===== config.mk =====
export PLATFORM = sky130hd
export DESIGN_NAME = sdi_video_source
export DESIGN_NICKNAME = d
export VERILOG_FILES = /design/src/sdi_word_pkg.sv /design/src/video_std_pkg.sv /design/src/sdi_video_source.sv /design/src/sdi_ln_crc_insert.sv /design/src/sdi_payload_id_insert.sv /design/src/sdi_timing_gen.sv
export VERILOG_INCLUDE_DIRS = /design/src
export SDC_FILE = /design/constraint.sdc
export NUM_CORES = 1
export LEC_CHECK = 0
export ABC_AREA = 1
export BUFFER_PORTS_ARGS = -buffer_cell sky130_fd_sc_hd__clkbuf_2
export CAP_MARGIN = 15
export CORE_MARGIN = 10
export CORE_UTILIZATION = 41
export DETAILED_ROUTE_END_ITERATION = 10
export SKIP_CTS_REPAIR_TIMING = 1
export SLEW_MARGIN = 15
export SYNTH_ARGS = -nofsm -noshare
export SYNTH_HDL_FRONTEND = slang
export SYNTH_SLANG_ARGS = --single-unit

===== constraint.sdc =====
create_clock -name vid_clk -period 4.2 [get_ports vid_clk]
set_input_delay 0.42 -clock vid_clk [delete_from_list [all_inputs] [get_ports vid_clk]]
set_output_delay 0.42 -clock vid_clk [all_outputs]
set_load 0.03 [all_outputs]

===== src/sdi_settings.svh =====
// test raster size and blanking layout
// payload-id line selection
`ifndef SDI_SETTINGS_SVH
`define SDI_SETTINGS_SVH

// ------------------------------
// horizontal layout
// ------------------------------

// active words per line, multiple of 8 so the bars split evenly
`define SDI_ACTIVE_WORDS 64

// eav through sav inclusive
// must hold eav, ln, crc, the 11-word anc packet and sav
`define SDI_HBLANK_WORDS 32

// ------------------------------
// vertical layout
// ------------------------------

// lines per frame, counted from 1
`define SDI_TOTAL_LINES 12

// active picture lines
`define SDI_FIRST_ACTIVE 3
`define SDI_LAST_ACTIVE 10

// line carrying the 352m packet
`define SDI_PID_LINE 2

`endif

===== src/sdi_word_pkg.sv =====
// trs and anc word constants, blanking levels
// word slot tags, 75% color-bar table
// anc parity helper
package sdi_word_pkg;

  // position tag carried beside each word
  typedef enum logic [3:0] {
    eav0, eav1, eav2, eav3,
    ln0, ln1,
    crc0, crc1,
    hblank,
    sav0, sav1, sav2, sav3,
    active,
    vblank_active
  } word_slot_t;

  // ------------------------------
  // trs / anc constants
  // ------------------------------

  // preamble is ones, zeros, zeros
  localparam logic [9:0] trs_ones  = 10'h3ff;
  localparam logic [9:0] trs_zeros = 10'h000;

  // packet header and fixed fields
  localparam logic [7:0] anc_did  = 8'h41;
  localparam logic [7:0] anc_sdid = 8'h01;
  localparam logic [7:0] anc_dc   = 8'h04;

  // blanking levels
  localparam logic [9:0] y_blank = 10'h040;
  localparam logic [9:0] c_blank = 10'h200;

  // 75% bars, white to black
  localparam logic [9:0] bar_y [8] = '{
    10'h2d1, 10'h286, 10'h20d, 10'h1c2, 10'h14f, 10'h104, 10'h08b, 10'h040
  };
  localparam logic [9:0] bar_c [8] = '{
    10'h200, 10'h0b0, 10'h25e, 10'h10e, 10'h2f2, 10'h1a2, 10'h350, 10'h200
  };

  // 8-bit value to anc word
  // b8 even parity over b7..b0, b9 = ~b8
  function automatic logic [9:0] anc_word(input logic [7:0] b);
    logic p;
    p = ^b;
    return {~p, p, b};
  endfunction

endpackage


===== src/video_std_pkg.sv =====
// video standard codes
// smpte 352m payload-id bytes per standard
package video_std_pkg;

  // 2-bit standard codes as seen on vid_std
  typedef enum logic [1:0] {
    std_sd  = 2'b00,
    std_hd  = 2'b01,
    std_3gb = 2'b10,
    std_3ga = 2'b11
  } video_std_t;

  // ------------------------------
  // payload-id lookup
  // ------------------------------

  // returns {byte1, byte2, byte3, byte4}
  // byte1 goes out first as udw0
  function automatic logic [31:0] payload_id_bytes(input video_std_t std);
    logic [31:0] bytes;
    case (std)
      // 483/576i sd
      std_sd:  bytes = {8'h81, 8'h06, 8'h00, 8'h00};
      // 720p/1080 hd
      std_hd:  bytes = {8'h85, 8'h06, 8'h80, 8'h00};
      // 3g level a
      std_3ga: bytes = {8'h89, 8'hcb, 8'h80, 8'h00};
      // 3g level b, dual link mapping
      std_3gb: bytes = {8'h8a, 8'h06, 8'h81, 8'h00};
      default: bytes = {8'h81, 8'h06, 8'h00, 8'h00};
    endcase
    return bytes;
  endfunction

endpackage


===== src/sdi_video_source.sv =====
// sdi test-pattern source top level
// timing gen -> payload-id insert -> ln/crc insert
// sticky locked flag
`timescale 1ns/1ns

module sdi_video_source (
  input  logic                      vid_clk,
  input  logic                      arst_n,
  input  video_std_pkg::video_std_t vid_std,
  input  logic                      enable_anc,
  output logic                      vid_datavalid,
  output logic [19:0]               vid_data,
  output logic                      vid_locked
);

  import video_std_pkg::*;
  import sdi_word_pkg::*;

  // timing gen outputs
  logic        gen_valid;
  logic [19:0] gen_data;
  word_slot_t  gen_slot;
  logic [10:0] gen_line;
  video_std_t  frame_std;
  logic        frame_anc_en;

  // payload-id stage outputs
  logic        pid_valid;
  logic [19:0] pid_data;
  word_slot_t  pid_slot;
  logic [10:0] pid_line;

  logic        frame_start;
  logic        locked_q;

  // ------------------------------
  // pipeline
  // ------------------------------

  sdi_timing_gen gen_i (
    .vid_clk      (vid_clk),
    .arst_n       (arst_n),
    .vid_std      (vid_std),
    .enable_anc   (enable_anc),
    .out_valid    (gen_valid),
    .out_data     (gen_data),
    .out_slot     (gen_slot),
    .out_line     (gen_line),
    .frame_std    (frame_std),
    .frame_anc_en (frame_anc_en)
  );

  sdi_payload_id_insert pid_i (
    .vid_clk      (vid_clk),
    .arst_n       (arst_n),
    .frame_std    (frame_std),
    .frame_anc_en (frame_anc_en),
    .in_valid     (gen_valid),
    .in_data      (gen_data),
    .in_slot      (gen_slot),
    .in_line      (gen_line),
    .out_valid    (pid_valid),
    .out_data     (pid_data),
    .out_slot     (pid_slot),
    .out_line     (pid_line)
  );

  // last stage tags are not needed past the top
  sdi_ln_crc_insert lncrc_i (
    .vid_clk     (vid_clk),
    .arst_n      (arst_n),
    .in_valid    (pid_valid),
    .in_data     (pid_data),
    .in_slot     (pid_slot),
    .in_line     (pid_line),
    .out_valid   (vid_datavalid),
    .out_data    (vid_data),
    .out_slot    (),
    .out_line    (),
    .frame_start (frame_start)
  );

  // ------------------------------
  // lock flag
  // ------------------------------

  // set on the first frame start, held until reset
  always_ff @(posedge vid_clk or negedge arst_n) begin
    if (!arst_n) begin
      locked_q <= 1'b0;
    end else if (frame_start) begin
      locked_q <= 1'b1;
    end
  end

  // high together with sav0 of line 1
  assign vid_locked = locked_q | frame_start;

endmodule


===== src/sdi_ln_crc_insert.sv =====
// line-number and crc-18 inserter
// one crc register per stream, lsb first
// frame start pulse on sav of line 1
`timescale 1ns/1ns

module sdi_ln_crc_insert (
  input  logic                     vid_clk,
  input  logic                     arst_n,
  input  logic                     in_valid,
  input  logic [19:0]              in_data,
  input  sdi_word_pkg::word_slot_t in_slot,
  input  logic [10:0]              in_line,
  output logic                     out_valid,
  output logic [19:0]              out_data,
  output sdi_word_pkg::word_slot_t out_slot,
  output logic [10:0]              out_line,
  output logic                     frame_start
);

  import sdi_word_pkg::*;

  // x^18 + x^5 + x^4 + 1, bit-reversed for a right shift
  localparam logic [17:0] crc_poly_rev = 18'h23000;

  logic [17:0] crc_y;
  logic [17:0] crc_c;
  logic [9:0]  ln0_word;
  logic [9:0]  ln1_word;
  logic [9:0]  y_word;
  logic [9:0]  c_word;

  // one 10-bit word into the crc, lsb first
  function automatic logic [17:0] crc18_step(input logic [17:0] c, input logic [9:0] d);
    logic [17:0] r;
    logic        fb;
    r = c;
    for (int i = 0; i < 10; i++) begin
      fb = r[0] ^ d[i];
      r  = r >> 1;
      if (fb) begin
        r = r ^ crc_poly_rev;
      end
    end
    return r;
  endfunction

  // ------------------------------
  // word insertion
  // ------------------------------

  // ln0: line[6:0] in b8..b2, b9 = ~b8
  assign ln0_word = {~in_line[6], in_line[6:0], 2'b00};
  // ln1: line[10:7] in b5..b2, b9 set
  assign ln1_word = {1'b1, 3'b000, in_line[10:7], 2'b00};

  always_comb begin
    y_word = in_data[19:10];
    c_word = in_data[9:0];
    case (in_slot)
      ln0: begin
        y_word = ln0_word;
        c_word = ln0_word;
      end
      ln1: begin
        y_word = ln1_word;
        c_word = ln1_word;
      end
      // crc bits 8..0
      crc0: begin
        y_word = {~crc_y[8], crc_y[8:0]};
        c_word = {~crc_c[8], crc_c[8:0]};
      end
      // crc bits 17..9
      crc1: begin
        y_word = {~crc_y[17], crc_y[17:9]};
        c_word = {~crc_c[17], crc_c[17:9]};
      end
      default: begin
      end
    endcase
  end

  // ------------------------------
  // crc accumulation
  // ------------------------------

  // cleared just ahead of the first active word
  // runs over active, eav and ln of the next line
  always_ff @(posedge vid_clk or negedge arst_n) begin
    if (!arst_n) begin
      crc_y <= '0;
      crc_c <= '0;
    end else if (in_valid) begin
      case (in_slot)
        sav3: begin
          crc_y <= '0;
          crc_c <= '0;
        end
        active, vblank_active, eav0, eav1, eav2, eav3, ln0, ln1: begin
          crc_y <= crc18_step(crc_y, y_word);
          crc_c <= crc18_step(crc_c, c_word);
        end
        default: begin
        end
      endcase
    end
  end

  // ------------------------------
  // output registers
  // ------------------------------

  always_ff @(posedge vid_clk or negedge arst_n) begin
    if (!arst_n) begin
      out_valid   <= 1'b0;
      frame_start <= 1'b0;
    end else begin
      out_valid   <= in_valid;
      frame_start <= in_valid && (in_slot == sav0) && (in_line == 11'd1);
    end
  end

  always_ff @(posedge vid_clk) begin
    out_data <= {y_word, c_word};
    out_slot <= in_slot;
    out_line <= in_line;
  end

endmodule


===== src/sdi_payload_id_insert.sv =====
// smpte 352m payload-id inserter
// packet word index on the payload line's hblank
// y-stream overwrite with running checksum
`timescale 1ns/1ns
`include "sdi_settings.svh"

module sdi_payload_id_insert (
  input  logic                      vid_clk,
  input  logic                      arst_n,
  input  video_std_pkg::video_std_t frame_std,
  input  logic                      frame_anc_en,
  input  logic                      in_valid,
  input  logic [19:0]               in_data,
  input  sdi_word_pkg::word_slot_t  in_slot,
  input  logic [10:0]               in_line,
  output logic                      out_valid,
  output logic [19:0]               out_data,
  output sdi_word_pkg::word_slot_t  out_slot,
  output logic [10:0]               out_line
);

  import video_std_pkg::*;
  import sdi_word_pkg::*;

  localparam logic [10:0] pid_line = 11'(`SDI_PID_LINE);

  // adf x3, did, sdid, dc, udw x4, checksum
  localparam logic [3:0] pkt_len = 4'd11;

  logic [3:0]  idx;
  logic [8:0]  csum;
  logic [31:0] pid;
  logic        on_pkt;
  logic [9:0]  pkt_word;
  logic [9:0]  y_word;

  assign pid = payload_id_bytes(frame_std);

  // inside the packet window of the payload line
  assign on_pkt = (in_slot == hblank) && (in_line == pid_line) && (idx != pkt_len);

  // ------------------------------
  // packet word select
  // ------------------------------

  always_comb begin
    case (idx)
      4'd0:       pkt_word = trs_zeros;
      4'd1, 4'd2: pkt_word = trs_ones;
      4'd3:       pkt_word = anc_word(anc_did);
      4'd4:       pkt_word = anc_word(anc_sdid);
      4'd5:       pkt_word = anc_word(anc_dc);
      4'd6:       pkt_word = anc_word(pid[31:24]);
      4'd7:       pkt_word = anc_word(pid[23:16]);
      4'd8:       pkt_word = anc_word(pid[15:8]);
      4'd9:       pkt_word = anc_word(pid[7:0]);
      // checksum, b9 = ~b8
      default:    pkt_word = {~csum[8], csum};
    endcase
  end

  // c stream always passes through
  assign y_word = (frame_anc_en && on_pkt) ? pkt_word : in_data[19:10];

  // ------------------------------
  // index and checksum
  // ------------------------------

  always_ff @(posedge vid_clk or negedge arst_n) begin
    if (!arst_n) begin
      idx  <= '0;
      csum <= '0;
    end else if (in_valid) begin
      if (in_slot != hblank) begin
        idx  <= '0;
        csum <= '0;
      end else if (on_pkt) begin
        idx <= idx + 4'd1;
        // sum covers did through last udw, 9 bits
        if ((idx >= 4'd3) && (idx <= 4'd9)) begin
          csum <= csum + pkt_word[8:0];
        end
      end
    end
  end

  // ------------------------------
  // output registers
  // ------------------------------

  always_ff @(posedge vid_clk or negedge arst_n) begin
    if (!arst_n) begin
      out_valid <= 1'b0;
    end else begin
      out_valid <= in_valid;
    end
  end

  always_ff @(posedge vid_clk) begin
    out_data <= {y_word, in_data[9:0]};
    out_slot <= in_slot;
    out_line <= in_line;
  end

endmodule


===== src/sdi_timing_gen.sv =====
// raster timing generator
// word/line counters, trs words with protection bits
// blanking levels and color bars, slot and line tags
// per-frame latch of standard and anc enable
`timescale 1ns/1ns
`include "sdi_settings.svh"

module sdi_timing_gen (
  input  logic                     vid_clk,
  input  logic                     arst_n,
  input  video_std_pkg::video_std_t vid_std,
  input  logic                     enable_anc,
  output logic                     out_valid,
  output logic [19:0]              out_data,
  output sdi_word_pkg::word_slot_t out_slot,
  output logic [10:0]              out_line,
  output video_std_pkg::video_std_t frame_std,
  output logic                     frame_anc_en
);

  import video_std_pkg::*;
  import sdi_word_pkg::*;

  localparam int words_per_line = `SDI_ACTIVE_WORDS + `SDI_HBLANK_WORDS;
  localparam int wcnt_w = $clog2(words_per_line);
  localparam int act_w = $clog2(`SDI_ACTIVE_WORDS);

  localparam logic [wcnt_w-1:0] last_word = wcnt_w'(words_per_line - 1);
  localparam logic [wcnt_w-1:0] sav_start = wcnt_w'(`SDI_HBLANK_WORDS - 4);
  localparam logic [wcnt_w-1:0] act_start = wcnt_w'(`SDI_HBLANK_WORDS);
  localparam logic [10:0] total_lines = 11'(`SDI_TOTAL_LINES);
  localparam logic [10:0] first_active = 11'(`SDI_FIRST_ACTIVE);
  localparam logic [10:0] last_active = 11'(`SDI_LAST_ACTIVE);

  // progressive only
  localparam logic f_bit = 1'b0;

  logic              run;
  logic [wcnt_w-1:0] word_cnt;
  logic [10:0]       line_cnt;
  logic              act_line;
  logic              v_bit;
  logic              h_bit;
  logic [9:0]        xyz;
  logic [wcnt_w-1:0] sav_pos;
  logic [wcnt_w-1:0] act_pos;
  logic [2:0]        bar_sel;
  word_slot_t        slot;
  logic [19:0]       word;

  // ------------------------------
  // counters
  // ------------------------------

  // one idle cycle after reset, then free-running
  always_ff @(posedge vid_clk or negedge arst_n) begin
    if (!arst_n) begin
      run      <= 1'b0;
      word_cnt <= '0;
      line_cnt <= 11'd1;
    end else begin
      run <= 1'b1;
      if (run) begin
        if (word_cnt == last_word) begin
          word_cnt <= '0;
          // wrap back to line 1
          if (line_cnt == total_lines) begin
            line_cnt <= 11'd1;
          end else begin
            line_cnt <= line_cnt + 11'd1;
          end
        end else begin
          word_cnt <= word_cnt + 1'b1;
        end
      end
    end
  end

  // ------------------------------
  // slot decode
  // ------------------------------

  assign act_line = (line_cnt >= first_active) && (line_cnt <= last_active);
  assign sav_pos  = word_cnt - sav_start;
  assign act_pos  = word_cnt - act_start;
  // upper three bits of the active index pick the bar
  assign bar_sel  = act_pos[act_w-1 -: 3];

  always_comb begin
    if (word_cnt >= act_start) begin
      slot = act_line ? active : vblank_active;
    end else if (word_cnt >= sav_start) begin
      case (sav_pos[1:0])
        2'd0:    slot = sav0;
        2'd1:    slot = sav1;
        2'd2:    slot = sav2;
        default: slot = sav3;
      endcase
    end else begin
      case (word_cnt)
        wcnt_w'(0): slot = eav0;
        wcnt_w'(1): slot = eav1;
        wcnt_w'(2): slot = eav2;
        wcnt_w'(3): slot = eav3;
        wcnt_w'(4): slot = ln0;
        wcnt_w'(5): slot = ln1;
        wcnt_w'(6): slot = crc0;
        wcnt_w'(7): slot = crc1;
        default:    slot = hblank;
      endcase
    end
  end

  // ------------------------------
  // word build
  // ------------------------------

  // v set outside active picture, h set for eav
  assign v_bit = ~act_line;
  assign h_bit = (slot == eav3);

  // 1 f v h p3 p2 p1 p0 0 0
  assign xyz = {1'b1, f_bit, v_bit, h_bit,
                v_bit ^ h_bit, f_bit ^ h_bit, f_bit ^ v_bit, f_bit ^ v_bit ^ h_bit,
                2'b00};

  always_comb begin
    case (slot)
      eav0, sav0:             word = {trs_ones, trs_ones};
      eav1, eav2, sav1, sav2: word = {trs_zeros, trs_zeros};
      eav3, sav3:             word = {xyz, xyz};
      active:                 word = {bar_y[bar_sel], bar_c[bar_sel]};
      // ln/crc slots are filled in downstream
      default:                word = {y_blank, c_blank};
    endcase
  end

  // ------------------------------
  // output registers
  // ------------------------------

  always_ff @(posedge vid_clk or negedge arst_n) begin
    if (!arst_n) begin
      out_valid <= 1'b0;
    end else begin
      out_valid <= run;
    end
  end

  always_ff @(posedge vid_clk) begin
    out_data <= word;
    out_slot <= slot;
    out_line <= line_cnt;
  end

  // standard and anc enable held for the whole frame
  always_ff @(posedge vid_clk or negedge arst_n) begin
    if (!arst_n) begin
      frame_std    <= std_sd;
      frame_anc_en <= 1'b0;
    end else if (run && (word_cnt == '0) && (line_cnt == 11'd1)) begin
      frame_std    <= vid_std;
      frame_anc_en <= enable_anc;
    end
  end

endmodule


==> results.md, run 1 <==
- Rows: 51
- Setup violators final: 0
- Max Slew Vio Count: 0
- Reg-to-Reg Start: pid_i.idx[0]
- GPL Wtd Cong: 0.884
- Slew Limit Headroom: 0.476
- Period minus WS final: 3.50 ns
- TritonCTS clock tree: built
- Setup TNS: 0 ns
- Wire per inst: 14.3 um
- WP buf/inv: 3
- Maximum clock frequency: 286 MHz
- Most area-consuming cells after synthesis: dfrtp_1 23%, dfxtp_1 22%, nand2_1 16%
- R2R setup slack: 0.70 ns
- Via count: 7,026
- Reg2Reg Depth: 18
- Die width: 162 um
- Static Leak: 4.73 nW
- Max Buffers Root-to-Sink: 2
- Prevailing post-synth register cell: dfxtp_1
- CTS Sinks: 166
- DRC: 0
- Async SR Flop Fraction: 0.458
- Clock-pin slew of the registers on the worst-case setup and hold paths: 0.07 ns
- Max FO, Critical Path: 16
- Port bufs: 26
- First-pass GRT wire length: 33.6 mm
- Final worst-path cycle share: 0.833
- Setup slack after layout: 0.702 ns
- IO Pins: 27
- Initial antenna violation count: 0
- Worst slew pin tran: 0.784 ns
- FF+latch count, synth: 166
- Post-synth top cells: 343 x nand2_1, 126 x inv_1, 116 x nand3_1
- Post-route cell area: 9210 um^2
- Synth area leader: dfrtp_1
- Hold_ws: 0.00487 ns
- Yosys top cell area share: 0.228
- Largest delay contributor family on the critical path: compound AO/OA/AOI/OAI gates
- Post-synth EDFFs: 0
- Clk Latency, worst-skew pair: 0.43 ns
- Final hold vios: 0
- Finished Core Util: 0.469
- Seq/Total Area, Yosys: 0.449
- Die span in y: 162 um
- Syn nets: 1,132
- Most common cell in the netlist: nand2_1
- Clock Tree Root: clkbuf_16
- CP Launch Type: flop
- Pin count of the biggest net entering global routing: 44
- Initial Utilization: 0.420
- Vias per cell: 5.00
- DP Worst Slack: 0.726 ns
- Hold Path Class: primary input to asynchronous set/reset pin
- CTS H-tree lvls: 4
- CP Class: flop to flop
- Area growth from synthesis to layout: 11.7%
- Pwr Density: 799 nW/um^2
- Max VDD drop: 267 uV
- Most used cell, CP: nand2_1
- Worst-path cell chain: inv_1 -> ha_1 -> o21ai_2 -> nand2_1 -> nor2_1 -> nand3_2 -> o2111ai_1 -> nand2_1 -> inv_1 -> ha_1 -> inv_1 -> fa_1 -> o21ai_0 -> nand2_1 -> nand2_1 -> a21oi_1 -> xor2_1 -> o21ai_0
- GRT Total Usage: 0.156
- CP max stage delay: 0.42 ns
- Max Clock Skew: 0.00978 ns
- FF-to-FF End: pid_i.csum[6]
- Layout cells sized above 1: 0.101
- RSZ-0062 raised after global routing: no
- Critical path arrival: 3.85 ns
- Core area: 19,700 um^2
- Vias in the first global route: 6,815
- Die area: 26,200 um^2
- Gr ovfl total: 0
- Status: completed
- Final antenna-violating net count: 0
- Cell variety after synth: 46
- Mean Syn Cell Area: 7.54 um^2
- Yosys warning count: 0
- 1st-iter DRT viols: 442
- Final nets: 1,164
- Post-Route WL: 20.0 mm
- Max Cap Viol: 0
- TritonCTS Buffers: 17
- Worst Setup End Kind: flop
- Post-Place Cells: 1,372
- 1st-pass router iterations: 5
- Required @ worst endpoint: 4.55 ns
- Post-Synthesis Cells: 1,094
- N_diodes: 0
- Max stage delay cell, worst path: dfrtp_1
- Cell area after synthesis: 8250 um^2
- Placed inst area: 8630 um^2
- Final HPWL DP: 14.9 mm
- Total chip power: 7.36 mW
- WP depth: 18
- Cell Count, Final, Fillers Out: 1,404
[how the worst max path moves through the flow]
stage	endpoint	slack [ns]	start
global placement	pid_i.csum[6]	0.86	pid_i.idx[0]
detailed placement	pid_i.csum[6]	0.73	pid_i.idx[0]
global route	pid_i.csum[6]	0.33	pid_i.idx[0]
floorplan	pid_i.csum[6]	1.16	pid_i.idx[0]
finish	pid_i.csum[6]	0.70	pid_i.idx[0]
CTS	pid_i.csum[6]	0.71	pid_i.idx[0]
[kinds of logic after synthesis]
family,after synthesis,share of synthesized area
simple gates,611,0.328
flops,166,0.449
buf+inv,147,0.0715
compound gates,120,0.0819
fa+ha+maj,33,0.0510
xor+xnor,13,0.0138
mux,3,0.00410
other cells,1,0.000455
[area by class of cell]
cell class                      instances  area [um^2]
Timing Repair Buffer                   28          148
Clock inverter                         15          156
Sequential cell                       166         3700
Inverter                              132          495
Multi-Input combinational cell        781         3950
Tap cell                              265          332
Fill cell                            2004        10400
Clock buffer                           17          425
[per-layer routing]
metal | vias to the layer above | track usage | share of wire
li1 | 3594 | - | -
met1 | 3263 | 0.199 | 0.47
met2 | 147 | 0.258 | 0.46
met3 | 22 | 0.0339 | 0.049
met4 | 0 | 0.0505 | 0.013
met5 | - | 0 | 0
[cells in the final DEF (no fill, tap or decap), drive strengths merged, types with 2 or more instances in the layout]
master	instances
nand2	352
inv	140
nand3	121
dfxtp	90
nor2	76
dfrtp	75
o21ai	63
clkbuf	42
ha	32
a21oi	31
nand4	23
or2	16
xor2	11
o22ai	10
nor3	9
o31ai	6
nand3b	6
o211ai	6
clkinv	6
nor4	4
nor3b	4
mux2	3
buf	3
xnor2	2
[report_power, final]
group          total [mW]  switching [mW]  internal (mW)
Clock                1.53           0.735          0.797
Combinational        3.44            2.35           1.09
Sequential           2.38           0.308           2.08
[flip-flops by register name, indices dropped and copies added (netlist names), 4 cells and up]
register,count
gen_i.out_data,20
lncrc_i.out_data,20
pid_i.out_data,20
lncrc_i.crc_c,18
lncrc_i.crc_y,18
gen_i.line_cnt,11
gen_i.out_line,11
pid_i.out_line,11
pid_i.csum,9
gen_i.word_cnt,7
gen_i.out_slot,4
pid_i.idx,4
pid_i.out_slot,4
Power figures use the tool's default switching activity.
==> run 2, diff against run 1 <==
Clock period 4.2 ns to 3.15 ns, I/O delays scaled along.
==> run 2 against run 1 <==
Via count barely moved. Utilization rose by 0.75 points. Global-route usage fell by 0.12 points. Combinational power rose by 40%. Critical path depth fell by 1. Clock power rose by 37%. Die area did not move. Hold slack improved by 0.096 ns. Count of clock-buffer cells in the layout rose by 2. Non-clock buffer count rose by 11. First-iteration DRC count fell by 8.1%.
==> results.md, run 2 (synthesis results as in run 1) <==
- Status: completed
- Max Buffers Root-to-Sink: 2
- Pin count of the biggest net entering global routing: 51
- Rows: 51
- Gr ovfl total: 0
- Most used cell, CP: nand2_1
- Vias per cell: 4.96
- Setup TNS: 0 ns
- Period minus WS final: 2.92 ns
- Wire per inst: 14.2 um
- Worst Setup End Kind: flop
- Via count: 7,022
- Setup violators final: 0
- RSZ-0062 raised after global routing: no
- Max Cap Viol: 0
- Static Leak: 4.78 nW
- Worst-path cell chain: inv_2 -> ha_1 -> o21ai_2 -> nand2_2 -> nor2_4 -> nand3_2 -> buf_4 -> o22ai_1 -> inv_1 -> ha_1 -> nand3_1 -> nand2_1 -> nand2_1 -> nand2_1 -> a21oi_1 -> xor2_1 -> o21ai_0
- DRC: 0
- CTS Sinks: 166
- Core area: 19,700 um^2
- Maximum clock frequency: 342 MHz
- Worst slew pin tran: 0.741 ns
- TritonCTS Buffers: 17
- Final HPWL DP: 14.9 mm
- CP Launch Type: flop
- Max Clock Skew: 0.0119 ns
- CP max stage delay: 0.41 ns
- Die width: 162 um
- First-pass GRT wire length: 33.2 mm
- Max Slew Vio Count: 0
- Port bufs: 26
- Layout cells sized above 1: 0.119
- Final worst-path cycle share: 0.928
- Total chip power: 10.1 mW
- Max FO, Critical Path: 13
- 1st-iter DRT viols: 406
- GRT Total Usage: 0.155
- Commonest non-fill, non-tap cell in the layout: nand2_1
- CTS H-tree lvls: 4
- Max stage delay cell, worst path: dfrtp_2
- Critical path arrival: 3.23 ns
- Post-route cell area: 9360 um^2
- Max VDD drop: 395 uV
- Fill cell count: 2,056
- Vias in the first global route: 6,786
- Area growth from synthesis to layout: 13.5%
- 1st-pass router iterations: 5
- Hold Path Class: primary input to flop
- IO Pins: 27
- Initial Utilization: 0.420
- Pwr Density: 1080 nW/um^2
- Placed inst area: 8700 um^2
- Final nets: 1,175
- CP Class: flop to flop
- Die area: 26,200 um^2
- Final hold vios: 0
- N_diodes: 0
- Initial antenna violation count: 0
- Required @ worst endpoint: 3.45 ns
- Biggest regs: gen_i.out_data x20, lncrc_i.out_data x20, pid_i.out_data x20
- Clock Tree Root: clkbuf_16
- Clk Latency, worst-skew pair: 0.44 ns
- Final antenna-violating net count: 0
- Largest delay contributor family on the critical path: compound AO/OA/AOI/OAI gates
- Slew Limit Headroom: 0.506
- GPL Wtd Cong: 0.866
- TritonCTS clock tree: built
- WP buf/inv: 3
- Clock-pin slew of the registers on the worst-case setup and hold paths: 0.07 ns
- Post-Route WL: 20.0 mm
- Commonest non-fill, non-tap cells in the layout: 341 x nand2_1, 124 x inv_1, 116 x nand3_1
- Die span in y: 162 um
==> run 2: cell types whose count changed in the layout (fill, tap and decap cells not counted), sizes merged <==
| cell | delta |
|---|---|
| clkbuf | +2 |
| bufinv | +2 |
| buf | +10 |
| dlygate4sd3 | +1 |
| clkinv | +2 |
| inv | -6 |
==> run 2: worst register-to-register path, stage by stage (launching register included) <==
cell and delay (ns):
dfrtp_2 0.41, inv_2 0.07, ha_1 0.23, o21ai_2 0.15, nand2_2 0.10, nor2_4 0.13
nand3_2 0.12, buf_4 0.20, o22ai_1 0.32, inv_1 0.09, ha_1 0.28, nand3_1 0.08
nand2_1 0.10, nand2_1 0.07, nand2_1 0.04, a21oi_1 0.16, xor2_1 0.16, o21ai_0 0.08
==> run 2: worst paths after layout <==
check,start,end,slack [ns],cells after the start
max,pid_i.idx[0],pid_i.csum[5],0.23,17
min,enable_anc,gen_i.frame_anc_en,0.10,2
max reg2reg,pid_i.idx[0],pid_i.csum[5],0.23,17
min reg2reg,gen_i.out_data[5],pid_i.out_data[5],0.33,0
max in group asynchronous,arst_n,gen_i.line_cnt[0],1.92,3
min in group asynchronous,arst_n,lncrc_i.crc_y[7],0.47,2
==> run 2: stage by stage <==
step | utilization | hold WS (ns) | worst slack, ns | cells
floorplan | - | 0.0194 | 0.110 | 1094
global placement | 0.443 | 0.311 | 0.149 | 1381
detailed placement | 0.443 | 0.312 | 0.0149 | 1381
CTS | 0.473 | -0.0475 | -0.0259 | 1413
global route | 0.476 | 0.0959 | 0.00630 | 1415
finish | 0.476 | 0.101 | 0.226 | 1415
==> run 2: power by group <==
part	switching [mW]	internal [mW]	total [mW]	leakage, nW
clock network	0.894	1.20	2.10	0.291
registers	0.407	2.77	3.18	1.73
logic	3.21	1.59	4.80	2.76
total	4.51	5.57	10.1	4.78
==> run 2: layer usage <==
metal | up-vias | GRT usage | part of all wire | wire [um]
met1 | 3230 | 0.201 | 0.47 | 9440
met4 | 0 | 0.0533 | 0.019 | 383
met5 | - | 0 | 0 | 0
li1 | 3623 | - | - | -
met2 | 141 | 0.252 | 0.46 | 9230
met3 | 28 | 0.0324 | 0.049 | 980
==> run 2: final cells by class <==
cell class	count	area, um^2	share of cell area
Clock buffer	19	443	0.0473
Multi-Input combinational cell	781	4000	0.428
Timing Repair Buffer	39	233	0.0249
Tap cell	265	332	0.0354
Clock inverter	13	149	0.0159
Sequential cell	166	3710	0.396
Inverter	132	495	0.0529
